`src/rtl/dma_reg_pkg.sv`:
```
package dma_reg_pkg;

    // register data and transfer ids share one width
    localparam int unsigned RegDataWidth = 64;
    // byte address of the register bus
    localparam int unsigned RegAddrWidth = 6;

    // register map, one 64 bit word per slot
    localparam logic [RegAddrWidth-1:0] RegSrcAddr  = 6'h00;
    localparam logic [RegAddrWidth-1:0] RegDstAddr  = 6'h08;
    localparam logic [RegAddrWidth-1:0] RegNumBytes = 6'h10;
    localparam logic [RegAddrWidth-1:0] RegConf     = 6'h18;
    localparam logic [RegAddrWidth-1:0] RegStatus   = 6'h20;
    localparam logic [RegAddrWidth-1:0] RegNextId   = 6'h28;
    localparam logic [RegAddrWidth-1:0] RegDone     = 6'h30;

    typedef enum logic {
        REG_READ  = 1'b0,
        REG_WRITE = 1'b1
    } reg_op_e;

    typedef struct packed {
        logic                    valid;
        reg_op_e                 op;
        logic [RegAddrWidth-1:0] addr;
        logic [RegDataWidth-1:0] wdata;
    } reg_req_t;

    typedef struct packed {
        logic                    ready;
        logic [RegDataWidth-1:0] rdata;
    } reg_rsp_t;

    // conf register bits, serialize sits in bit 0
    typedef struct packed {
        logic decouple;
        logic deburst;
        logic serialize;
    } conf_t;

    typedef struct packed {
        logic [RegDataWidth-1:0] src;
        logic [RegDataWidth-1:0] dst;
        logic [RegDataWidth-1:0] num_bytes;
        conf_t                   conf;
    } reg_cfg_t;

endpackage

```
`src/rtl/dma_burst_pkg.sv`:
```
package dma_burst_pkg;

    // address width on the memory side
    localparam int unsigned AddrWidth = 64;
    // bytes moved per beat
    localparam int unsigned BeatBytes = 8;
    // shift turning a byte count into a beat count
    localparam int unsigned BeatShift = $clog2(BeatBytes);
    // bursts that may wait behind the active one
    localparam int unsigned QueueDepth = 2;

    typedef struct packed {
        logic [AddrWidth-1:0] src;
        logic [AddrWidth-1:0] dst;
        logic [AddrWidth-1:0] num_bytes;
        dma_reg_pkg::conf_t   conf;
    } burst_req_t;

    // one address pair strobed per beat
    typedef struct packed {
        logic [AddrWidth-1:0] src;
        logic [AddrWidth-1:0] dst;
    } beat_t;

    typedef enum logic {
        ENG_IDLE = 1'b0,
        ENG_BUSY = 1'b1
    } engine_state_e;

endpackage

```
`src/rtl/dma_reg_file.sv`:
```
`timescale 1ns/100ps

module dma_reg_file (
    input  logic                                 clk_i,
    input  logic                                 reset_i,
    input  dma_reg_pkg::reg_req_t                reg_req_i,
    output dma_reg_pkg::reg_cfg_t                cfg_o,
    output logic                                 next_id_rd_o,
    input  logic                                 status_i,
    input  logic [dma_reg_pkg::RegDataWidth-1:0] next_id_i,
    input  logic [dma_reg_pkg::RegDataWidth-1:0] done_id_i,
    output logic [dma_reg_pkg::RegDataWidth-1:0] rdata_o
);

    import dma_reg_pkg::*;

    reg_cfg_t cfg_q;
    logic     wr_en;
    logic     wr_mapped;

    // valid is already qualified by the bus handshake upstream
    assign wr_en = reg_req_i.valid && (reg_req_i.op == REG_WRITE);

    // only the four configuration slots take writes
    assign wr_mapped = reg_req_i.addr inside {RegSrcAddr, RegDstAddr, RegNumBytes, RegConf};

    // decoded from op and addr alone, so the front end can derive ready from it
    assign next_id_rd_o = (reg_req_i.op == REG_READ) && (reg_req_i.addr == RegNextId);

    always_ff @(posedge clk_i) begin
        if (reset_i) begin
            cfg_q <= '0;
        end else if (wr_en) begin
            case (reg_req_i.addr)
                RegSrcAddr: begin
                    cfg_q.src <= reg_req_i.wdata;
                end
                RegDstAddr: begin
                    cfg_q.dst <= reg_req_i.wdata;
                end
                RegNumBytes: begin
                    cfg_q.num_bytes <= reg_req_i.wdata;
                end
                RegConf: begin
                    // upper bits of the word are dropped
                    cfg_q.conf <= conf_t'(reg_req_i.wdata[$bits(conf_t)-1:0]);
                end
                default: begin
                    // read-only and unmapped slots ignore writes
                    cfg_q <= cfg_q;
                end
            endcase
        end
    end

    assign cfg_o = cfg_q;

    // read mux, combinational from the current state
    always_comb begin
        case (reg_req_i.addr)
            RegSrcAddr: begin
                rdata_o = cfg_q.src;
            end
            RegDstAddr: begin
                rdata_o = cfg_q.dst;
            end
            RegNumBytes: begin
                rdata_o = cfg_q.num_bytes;
            end
            RegConf: begin
                rdata_o = RegDataWidth'(cfg_q.conf);
            end
            RegStatus: begin
                rdata_o = RegDataWidth'(status_i);
            end
            RegNextId: begin
                rdata_o = next_id_i;
            end
            RegDone: begin
                rdata_o = done_id_i;
            end
            default: begin
                // unmapped slots read as zero
                rdata_o = '0;
            end
        endcase
    end

    // stored configuration survives writes aimed at status, next_id, done or holes
    a_ro_write_ignored: assert property (@(posedge clk_i) disable iff (reset_i)
        (wr_en && !wr_mapped) |=> $stable(cfg_q));

endmodule

```
`src/rtl/dma_transfer_id_gen.sv`:
```
`timescale 1ns/100ps

module dma_transfer_id_gen (
    input  logic                                 clk_i,
    input  logic                                 reset_i,
    input  logic                                 issue_i,
    input  logic                                 retire_i,
    output logic [dma_reg_pkg::RegDataWidth-1:0] next_o,
    output logic [dma_reg_pkg::RegDataWidth-1:0] completed_o
);

    import dma_reg_pkg::*;

    logic [RegDataWidth-1:0] issued_q;
    logic [RegDataWidth-1:0] retired_q;

    // issue and retire can land in the same cycle, each counter runs on its own
    always_ff @(posedge clk_i) begin
        if (reset_i) begin
            issued_q  <= '0;
            retired_q <= '0;
        end else begin
            if (issue_i) begin
                issued_q <= issued_q + RegDataWidth'(1);
            end
            if (retire_i) begin
                retired_q <= retired_q + RegDataWidth'(1);
            end
        end
    end

    // ids start at 1, zero stays free to mean no launch
    assign next_o      = issued_q + RegDataWidth'(1);
    assign completed_o = retired_q;

    // the engine cannot finish a transfer the front end never issued
    a_retire_le_issue: assert property (@(posedge clk_i) disable iff (reset_i)
        retired_q <= issued_q);

endmodule

```
`src/rtl/dma_frontend.sv`:
```
`timescale 1ns/100ps

module dma_frontend (
    input  logic                      clk_i,
    input  logic                      reset_i,
    input  dma_reg_pkg::reg_req_t     reg_req_i,
    output dma_reg_pkg::reg_rsp_t     reg_rsp_o,
    output dma_burst_pkg::burst_req_t burst_req_o,
    output logic                      burst_valid_o,
    input  logic                      burst_ready_i,
    input  logic                      engine_idle_i,
    input  logic                      trans_complete_i
);

    import dma_reg_pkg::*;

    reg_req_t                req_gated;
    reg_cfg_t                cfg;
    logic                    next_id_rd;
    logic                    issue;
    logic [RegDataWidth-1:0] next_id;
    logic [RegDataWidth-1:0] done_id;
    logic [RegDataWidth-1:0] next_id_rdata;
    logic [RegDataWidth-1:0] rdata;

    dma_reg_file i_reg_file (
        .clk_i        (clk_i),
        .reset_i      (reset_i),
        .reg_req_i    (req_gated),
        .cfg_o        (cfg),
        .next_id_rd_o (next_id_rd),
        .status_i     (~engine_idle_i),
        .next_id_i    (next_id_rdata),
        .done_id_i    (done_id),
        .rdata_o      (rdata)
    );

    // a next_id read only launches with a nonzero byte count
    assign burst_valid_o = reg_req_i.valid && next_id_rd && (cfg.num_bytes != '0);

    // bus stalls on a launch until the engine has room, other accesses finish at once
    always_comb begin
        reg_rsp_o.ready = burst_valid_o ? burst_ready_i : 1'b1;
        reg_rsp_o.rdata = rdata;
    end

    // reg file only sees accesses that complete this cycle
    always_comb begin
        req_gated       = reg_req_i;
        req_gated.valid = reg_req_i.valid && reg_rsp_o.ready;
    end

    // empty config answers 0 and launches nothing
    assign next_id_rdata = (cfg.num_bytes != '0) ? next_id : '0;

    // one id per accepted burst
    assign issue = burst_valid_o && burst_ready_i;

    dma_transfer_id_gen i_id_gen (
        .clk_i       (clk_i),
        .reset_i     (reset_i),
        .issue_i     (issue),
        .retire_i    (trans_complete_i),
        .next_o      (next_id),
        .completed_o (done_id)
    );

    // stored registers map straight onto the burst request
    always_comb begin
        burst_req_o           = '0;
        burst_req_o.src       = cfg.src;
        burst_req_o.dst       = cfg.dst;
        burst_req_o.num_bytes = cfg.num_bytes;
        burst_req_o.conf      = cfg.conf;
    end

    // engine never sees an empty burst
    a_valid_nonzero: assert property (@(posedge clk_i) disable iff (reset_i)
        burst_valid_o |-> (burst_req_o.num_bytes != '0));

endmodule

```
`src/rtl/dma_burst_engine.sv`:
```
`timescale 1ns/100ps

module dma_burst_engine #(
    parameter int unsigned Depth = dma_burst_pkg::QueueDepth
) (
    input  logic                      clk_i,
    input  logic                      reset_i,
    input  dma_burst_pkg::burst_req_t burst_req_i,
    input  logic                      burst_valid_i,
    output logic                      burst_ready_o,
    output logic                      idle_o,
    output logic                      trans_complete_o,
    output dma_burst_pkg::beat_t      beat_o,
    output logic                      beat_valid_o
);

    import dma_burst_pkg::*;

    localparam int unsigned PtrWidth = (Depth > 1) ? $clog2(Depth) : 1;
    localparam int unsigned CntWidth = $clog2(Depth + 1);

    // circular queue of waiting bursts
    burst_req_t          queue_q [Depth];
    logic [PtrWidth-1:0] rd_ptr_q;
    logic [PtrWidth-1:0] wr_ptr_q;
    logic [CntWidth-1:0] count_q;

    // active burst
    engine_state_e        state_q;
    logic [AddrWidth-1:0] beats_left_q;
    logic [AddrWidth-1:0] src_q;
    logic [AddrWidth-1:0] dst_q;

    logic       push;
    logic       last_beat;
    logic       load;
    logic       pop;
    logic       enq;
    burst_req_t load_req;

    assign burst_ready_o = count_q < CntWidth'(Depth);
    assign push          = burst_valid_i && burst_ready_o;
    assign last_beat     = (state_q == ENG_BUSY) && (beats_left_q <= AddrWidth'(1));

    // next active burst is picked when idle or on the current last beat
    always_comb begin
        load     = 1'b0;
        load_req = queue_q[rd_ptr_q];
        if ((state_q == ENG_IDLE) || last_beat) begin
            if (count_q != '0) begin
                load = 1'b1;
            end else if (push) begin
                // empty queue, the new burst goes straight to the active slot
                load     = 1'b1;
                load_req = burst_req_i;
            end
        end
    end

    assign pop = load && (count_q != '0);
    assign enq = push && !(load && (count_q == '0));

    // queue storage
    always_ff @(posedge clk_i) begin
        if (enq) begin
            queue_q[wr_ptr_q] <= burst_req_i;
        end
    end

    always_ff @(posedge clk_i) begin
        if (reset_i) begin
            rd_ptr_q <= '0;
            wr_ptr_q <= '0;
            count_q  <= '0;
        end else begin
            if (enq) begin
                wr_ptr_q <= (wr_ptr_q == PtrWidth'(Depth - 1)) ? '0 : wr_ptr_q + PtrWidth'(1);
            end
            if (pop) begin
                rd_ptr_q <= (rd_ptr_q == PtrWidth'(Depth - 1)) ? '0 : rd_ptr_q + PtrWidth'(1);
            end
            count_q <= count_q + CntWidth'(enq) - CntWidth'(pop);
        end
    end

    // fsm and beat counter
    always_ff @(posedge clk_i) begin
        if (reset_i) begin
            state_q      <= ENG_IDLE;
            beats_left_q <= '0;
        end else if (load) begin
            state_q      <= ENG_BUSY;
            beats_left_q <= load_req.num_bytes >> BeatShift;
        end else if (state_q == ENG_BUSY) begin
            beats_left_q <= beats_left_q - AddrWidth'(1);
            if (last_beat) begin
                state_q <= ENG_IDLE;
            end
        end
    end

    // running addresses, one beat further each busy cycle
    always_ff @(posedge clk_i) begin
        if (load) begin
            src_q <= load_req.src;
            dst_q <= load_req.dst;
        end else if (state_q == ENG_BUSY) begin
            src_q <= src_q + AddrWidth'(BeatBytes);
            dst_q <= dst_q + AddrWidth'(BeatBytes);
        end
    end

    assign beat_valid_o     = (state_q == ENG_BUSY);
    assign beat_o.src       = src_q;
    assign beat_o.dst       = dst_q;
    assign trans_complete_o = last_beat;
    assign idle_o           = (state_q == ENG_IDLE) && (count_q == '0);

    a_no_beat_idle: assert property (@(posedge clk_i) disable iff (reset_i)
        (state_q == ENG_IDLE) |-> !beat_valid_o);

    // a full queue must hold off the front end
    a_no_push_full: assert property (@(posedge clk_i) disable iff (reset_i)
        (count_q == CntWidth'(Depth)) |-> !enq);

endmodule

```
`src/rtl/dma_subsystem_top.sv`:
```
`timescale 1ns/100ps

module dma_subsystem_top (
    input  logic                  clk_i,
    input  logic                  reset_i,
    input  dma_reg_pkg::reg_req_t reg_req_i,
    output dma_reg_pkg::reg_rsp_t reg_rsp_o,
    output dma_burst_pkg::beat_t  beat_o,
    output logic                  beat_valid_o
);

    import dma_burst_pkg::*;

    // front end to engine
    burst_req_t burst_req;
    logic       burst_valid;
    logic       burst_ready;
    logic       engine_idle;
    logic       trans_complete;

    dma_frontend i_frontend (
        .clk_i            (clk_i),
        .reset_i          (reset_i),
        .reg_req_i        (reg_req_i),
        .reg_rsp_o        (reg_rsp_o),
        .burst_req_o      (burst_req),
        .burst_valid_o    (burst_valid),
        .burst_ready_i    (burst_ready),
        .engine_idle_i    (engine_idle),
        .trans_complete_i (trans_complete)
    );

    dma_burst_engine #(
        .Depth (QueueDepth)
    ) i_burst_engine (
        .clk_i            (clk_i),
        .reset_i          (reset_i),
        .burst_req_i      (burst_req),
        .burst_valid_i    (burst_valid),
        .burst_ready_o    (burst_ready),
        .idle_o           (engine_idle),
        .trans_complete_o (trans_complete),
        .beat_o           (beat_o),
        .beat_valid_o     (beat_valid_o)
    );

endmodule

```
`config.mk`:
```
export PLATFORM = sky130hd
export DESIGN_NAME = dma_subsystem_top
export DESIGN_NICKNAME = d
export VERILOG_FILES = /design/src/rtl/dma_reg_pkg.sv /design/src/rtl/dma_burst_pkg.sv /design/src/rtl/dma_reg_file.sv /design/src/rtl/dma_transfer_id_gen.sv /design/src/rtl/dma_frontend.sv /design/src/rtl/dma_burst_engine.sv /design/src/rtl/dma_subsystem_top.sv
export SDC_FILE = /design/constraint.sdc
export NUM_CORES = 2
export LEC_CHECK = 0
export BUFFER_PORTS_ARGS = -buffer_cell sky130_fd_sc_hd__buf_2
export CORE_ASPECT_RATIO = 0.7
export CORE_MARGIN = 4
export CORE_UTILIZATION = 30
export CTS_BUF_LIST = sky130_fd_sc_hd__clkbuf_4
export CTS_CLUSTER_SIZE = 20
export DETAILED_ROUTE_END_ITERATION = 6
export PLACE_DENSITY_LB_ADDON = 0.1
export SYNTH_ARGS = -nofsm -noshare
export SYNTH_HDL_FRONTEND = slang
export SYNTH_SLANG_ARGS = --single-unit
```
`constraint.sdc`:
```
create_clock -name clk_i -period 15.4 [get_ports clk_i]
set_clock_uncertainty 0.15 [all_clocks]
set_input_delay 0.77 -clock clk_i [delete_from_list [all_inputs] [get_ports clk_i]]
set_output_delay 0.77 -clock clk_i [all_outputs]
set_load 0.005 [all_outputs]
```
### Word level (Yosys, flattened, before mapping)

Memories as Yosys holds them, arrays and structs flattened. A register that Yosys moved wholly into a read port is not among the register bits.
Cells that the tools add are included.

* register bits after elaboration: 520
* RAM bits: 390
* logic and storage cells: 84
* memories: 1

* add/subtract/negate cells: 9
* $lt $le $gt $ge: 2
* equal/unequal tests: 6
* muxes and demuxes: 24
* bitwise operators: 3
* reductions and logical operators: 23

Memory list
* i_burst_engine.queue_q: words 2, bits a word 195, read ports 1, clocked after Yosys merged registers in 1, write ports 1, RTL line dma_burst_engine.sv:23 `burst_req_t queue_q [Depth];`

Operators by type and width (number)
* 195-bit two-way mux: 3
* 64-bit case mux with 7 select lines: 1
* 64-bit two-way mux: 5
* 64-bit by 1-bit adder with 64-bit output, second input constant: 2
* 64-bit by 4-bit adder with 64-bit output, second input constant: 2
* 61-bit two-way mux: 2
* 64-bit by 1-bit <= comparator with 1-bit output, second input constant: 1
* 64-bit nonzero test: 1
* 64-bit by 1-bit subtractor with 64-bit output, second input constant: 1
* 6-bit equality test, second input constant: 3
* 1-bit two-way mux: 13
* 6-bit by 5-bit equality test with 1-bit output, second input constant: 2
* 1-bit logical AND: 11
* 2-bit AND reduction: 4
* 6-bit by 4-bit equality test with 1-bit output, second input constant: 1
* 6-bit zero test: 1
* 2-bit nonzero test: 2
* 1-bit inverter: 3
* 1-bit adder, second input constant: 2
* 2-bit by 1-bit adder with 2-bit output: 1
* 2-bit zero test: 1
* 2-bit less-than comparator, second input constant: 1
* 2-bit OR reduction: 1
* 2-bit by 1-bit subtractor with 2-bit output: 1
* 2 further kinds: 2

### Logic depth before layout (Yosys ltp)

* depth in word-level cells: 13
* mapped depth: 12
* gate-level depth less buffers: 10

### Modules after synthesis

Synthesis repeated with hierarchy kept, for this count alone.

* cell total of the unflattened synthesis: 4309
* area, all modules: 44591.5 µm²

Modules (own cells, without submodules)
* dma_burst_engine: instances 1, cells each 2188, area each 26485.4 µm²
* dma_reg_file: instances 1, cells each 1110, area each 10401.2 µm²
* dma_transfer_id_gen: instances 1, cells each 912, area each 7086.8 µm²
* dma_frontend: instances 1, cells each 99, area each 618.1 µm²

### Worst setup path after synthesis

Ideal clock, no wire load.

* path type: input to register
* from: input reg_req_i[66] in the netlist's numbering
* to: memory i_burst_engine.queue_q[0][100] in the netlist's numbering, enable pin
* arrival: 10111 ps
* required time: 14508 ps
* path slack: 4397 ps
* stages: 7
* path buffers: 1
* path through: nor3_1 nand2_1 or3_1 clkbuf_1 nor3_1 o21ai_0 nor2_1

* cells in the longest elaborated chain, start to end: 13

RTL lines
* start, declared: RTL line dma_subsystem_top.sv:6 `input dma_reg_pkg::reg_req_t reg_req_i,`
* 6-bit equality test (*): RTL line dma_reg_file.sv:28 `assign next_id_rd_o = (reg_req_i.op == REG_READ) && (reg_req_i.addr == RegNextId);`
* 1-bit logical AND (*): RTL line dma_reg_file.sv:28
* 1-bit logical AND (*) (2 in series): RTL line dma_frontend.sv:39 `assign burst_valid_o = reg_req_i.valid && next_id_rd && (cfg.num_bytes != '0);`
* 1-bit logical AND (*): RTL line dma_burst_engine.sv:42 `assign push = burst_valid_i && burst_ready_o;`
* 1-bit two-way mux: RTL line dma_burst_engine.sv:52 `end else if (push) begin`
* 1-bit two-way mux: RTL line dma_burst_engine.sv:50 `if (count_q != '0) begin`
* 1-bit two-way mux: RTL line dma_burst_engine.sv:49 `if ((state_q == ENG_IDLE) || last_beat) begin`
* 1-bit logical AND: RTL line dma_burst_engine.sv:61 `assign enq = push && !(load && (count_q == '0));`
* 1-bit zero test: RTL line dma_burst_engine.sv:61
* 1-bit logical AND (*): RTL line dma_burst_engine.sv:61
* 1-bit two-way mux (*): RTL line dma_burst_engine.sv:65 `if (enq) begin`
* 1-bit two-way mux (implied by the code) (*): RTL line dma_burst_engine.sv:66 `queue_q[wr_ptr_q] <= burst_req_i;`
* end, declared: RTL line dma_burst_engine.sv:23

Every way passes the cells marked *; elsewhere a longest branch is shown, timed or not.

==> reports/qor.yml <==
run_status:
  outcome: "complete, no violations"
synth:
  synth_edf_count: 506
  synth-main-ff-cell: "edfxtp_1"
  syn_area_sq_um: 42500
  seq_area_frac_synth_pct: 54.3
  syn_inst: 4249
  syn-num-nets: 4330
  yosysUniqueCellTypes: 63
  ys_ff_latch: 899
  async_reset_ff_share_pct: 0
  syn_area_per_cell_sq_um: 10.0
  yosysWarningCount: 0
finish:
  design_area_sq_um: 49700
  area_delta_synth_final_pct: 16.9
  fillers: 14300
  fin_nets: 4679
  finalNonFillerCells: 6670
  fin_util_pct: 35.3
  multi_input_comb_area_sq_um: 18300
  seq_area_sq_um: 23100
  drive_gt1_share_pct: 17.3
hold_path:
  hold_class: "in -> reg"
  hp-start: "reg_req_i[67]"
route:
  ant_nets: 0
  num_vias: 35600
  drt-pass1-iter-count: 6
  drt_iter0_markers: 3105
  route.detailed.drc: 0
  wl_per_cell_um: 25.5
  drt_wl_total_um: 170000
  drt-vias-per-instance: 5.34
power:
  power_leakage_nw: 16.6
  pwr_density_cell_nw_per_um2: 153
  power_w: 0.00758
  vdd_drop_max_v: 0.000126
floorplan:
  pin_count: 268
  die-area_sq_um: 148000
  start_util_pct: 30.2
  rows: 115
  core_sq_um: 141000
  fp.dieH_um: 323
  die_x_um: 458
cts:
  cts_setup_buffers: 0
  clock_latency_ns: 1.19
  cts_tree: "done"
  post_cts_resized: 0
  cts.path.max_buffers: 3
  cts_buffers: 233
  cts_root_buffer: "clkbuf_4"
  htree_levels: 4
  cts_sinks: 899
  path_clk_slew_ns: 0.07
global_route:
  grt_pass1_vias: 33600
  antenna_found_initial: 11
  grt_first_pass_wirelength_um: 243000
  grt_max_degree: 157
  grt-ovfl-total: 0
  grt_usage_pct: 22.3
timing:
  setup-tns-final_ns: 0
  hold_viol_final: 0
  fmax_mhz: 156
  tightestPinTransition_ns: 1.30
  final-max-slew-violation-count: 0
  rsz0062_at_grt: "no"
  period_needed_ns: 6.40
  setup_viol: 0
  relSlewSlack_pct: 13.3
  min_period_over_period_pct: 41.5
worst_setup_path:
  cp_num_buf_inv: 2
  critPathKind: "reg -> out"
  critPathMaxStageDelay_ns: 0.86
  critPathRequiredTime_ns: 14.48
  cp_cell_sequence: "nor4_1 > nand4_1 > or4_1 > nand2_2 > buf_4 > o21ai_0 > buf_2"
  crit_family: "simple AND/OR/NAND/NOR gates"
  cp.arrival_ns: 5.48
  crit_path_start_kind: "flip-flop"
  timing.rr.start: "i_burst_engine.beats_left_q[2]"
  crit_start: "i_frontend.i_reg_file.cfg_o[29]"
  cp-end-kind: "primary output"
  slowest_stage: "nor4_1"
  crit_fanout: 48
place:
  portBuffers: 267
  dp.cells: 6162
  place.detailed.hpwl_um: 115000
  gp_congestion: 0.818
  placed_cell_area_sq_um: 45800
flow_run:
  cap_violations: 0
==> cell type report <==
class | instances | share of cell area (%)
Multi-Input combinational cell | 3014 | 36.9
Timing Repair Buffer | 413 | 5.37
Clock inverter | 59 | 0.658
Antenna cell | 7 | 0.0353
Sequential cell | 899 | 46.4
Tap cell | 1872 | 4.72
Inverter | 37 | 0.305
Clock buffer | 369 | 5.58
==> timing repair <==
action / in CTS / in global routing
hold buffers: 73 / 0
endpoints found under the setup margin: 0 / 0
endpoints found under the hold margin: 244 / 0
==> final timing paths <==
check | slack (ns) | to | depth (start not counted)
worst max-delay path | 9.00 | reg_rsp_o[47] | 7
worst min-delay path | 0.18 | i_frontend.i_reg_file.cfg_o[0] | 5
worst min register to register | 0.33 | i_burst_engine.beats_left_q[14] | 2
worst max register to register | 9.86 | i_burst_engine.src_q[63] | 9
==> registers in the layout, summed over array words and instances, names as in the netlist, named ones only <==
name	flops
i_burst_engine.beat_valid_o	1
i_burst_engine.beats_left_q	64
i_burst_engine.count_q	2
i_burst_engine.dst_q	64
i_burst_engine.queue_q	378
i_burst_engine.rd_ptr_q	1
i_burst_engine.src_q	64
i_burst_engine.wr_ptr_q	1
i_frontend.i_id_gen.completed_o	64
i_frontend.i_id_gen.issued_q	64
i_frontend.i_reg_file.cfg_o	195
==> report_power, final <==
part           internal, W  switching [W]
clock              0.00113        0.00107
sequential         0.00294       0.000366
combinational     0.000700        0.00138
total              0.00477        0.00281
==> layout by cell type (no fill, tap or decap), types with 58 or more instances in the layout <==
| cell type | count |
|---|---|
| mux2_2 | 62 |
| dfxtp_1 | 392 |
| edfxtp_1 | 506 |
| nand2_1 | 620 |
| nor2_1 | 208 |
| a22oi_1 | 76 |
| xnor2_1 | 156 |
| nand4_1 | 68 |
| buf_4 | 72 |
| or3_1 | 58 |
| xor2_1 | 119 |
| o21ai_0 | 390 |
| clkbuf_4 | 369 |
| buf_2 | 264 |
| a21oi_1 | 301 |
| o221ai_1 | 60 |
| o211ai_1 | 163 |
| dlygate4sd3_1 | 73 |
| nor3_1 | 84 |
| mux2i_1 | 193 |
| nand3_1 | 104 |
==> Yosys cell counts (all sizes together) (105+ instances only) <==
library cell / n / area share [%]
nor2: 211 / 1.9
nand2: 623 / 5.5
clkbuf: 280 / 2.5
a21oi: 302 / 3.6
xor2: 119 / 2.5
o21ai: 392 / 4.6
mux2i: 193 / 4.5
nand3: 105 / 1.2
edfxtp: 506 / 36
xnor2: 156 / 3.2
dfxtp: 393 / 19
o211ai: 163 / 2.9
==> per-stage QoR <==
step | hold slack, ns | worst slack (ns)
2_1_floorplan | 0.293 | 4.40
3_3_place_gp | 0.314 | 9.29
3_5_place_dp | 0.321 | 9.13
4_1_cts | 0.0440 | 8.87
5_1_grt | 0.190 | 8.75
6_report | 0.182 | 9.00
==> layer usage <==
layer | vias to the layer above | share of wire, % | GRT usage (%)
li1 | 16600 | - | -
met1 | 17700 | 49 | 33.5
met2 | 1104 | 43 | 33.1
met3 | 211 | 5.7 | 3.64
met4 | 0 | 2.0 | 5.86
met5 | - | 0 | 0
==> logic make-up (layout without fill, tap and decap cells) <==
logic type      after synthesis  in the layout  share of synthesized area [%]
flops                       899            899                           54.3
fa+ha+maj                     7              7                          0.206
compound gates             1089           1089                           15.3
mux                         256            256                           6.22
buf+inv                     336            878                           2.97
other cells                   0              7                              0
xor+xnor                    275            275                           5.67
simple gates               1387           1387                           15.3
==> tightest hold or removal path, delay by kind of cell <==
| family | cells | cell delay [ns] |
|---|---|---|
| simple gates | 3 | 0.47 |
| mux | 1 | 0.13 |
| buf+inv | 1 | 0.11 |
Note: power is estimated with default switching activity, not from simulation.
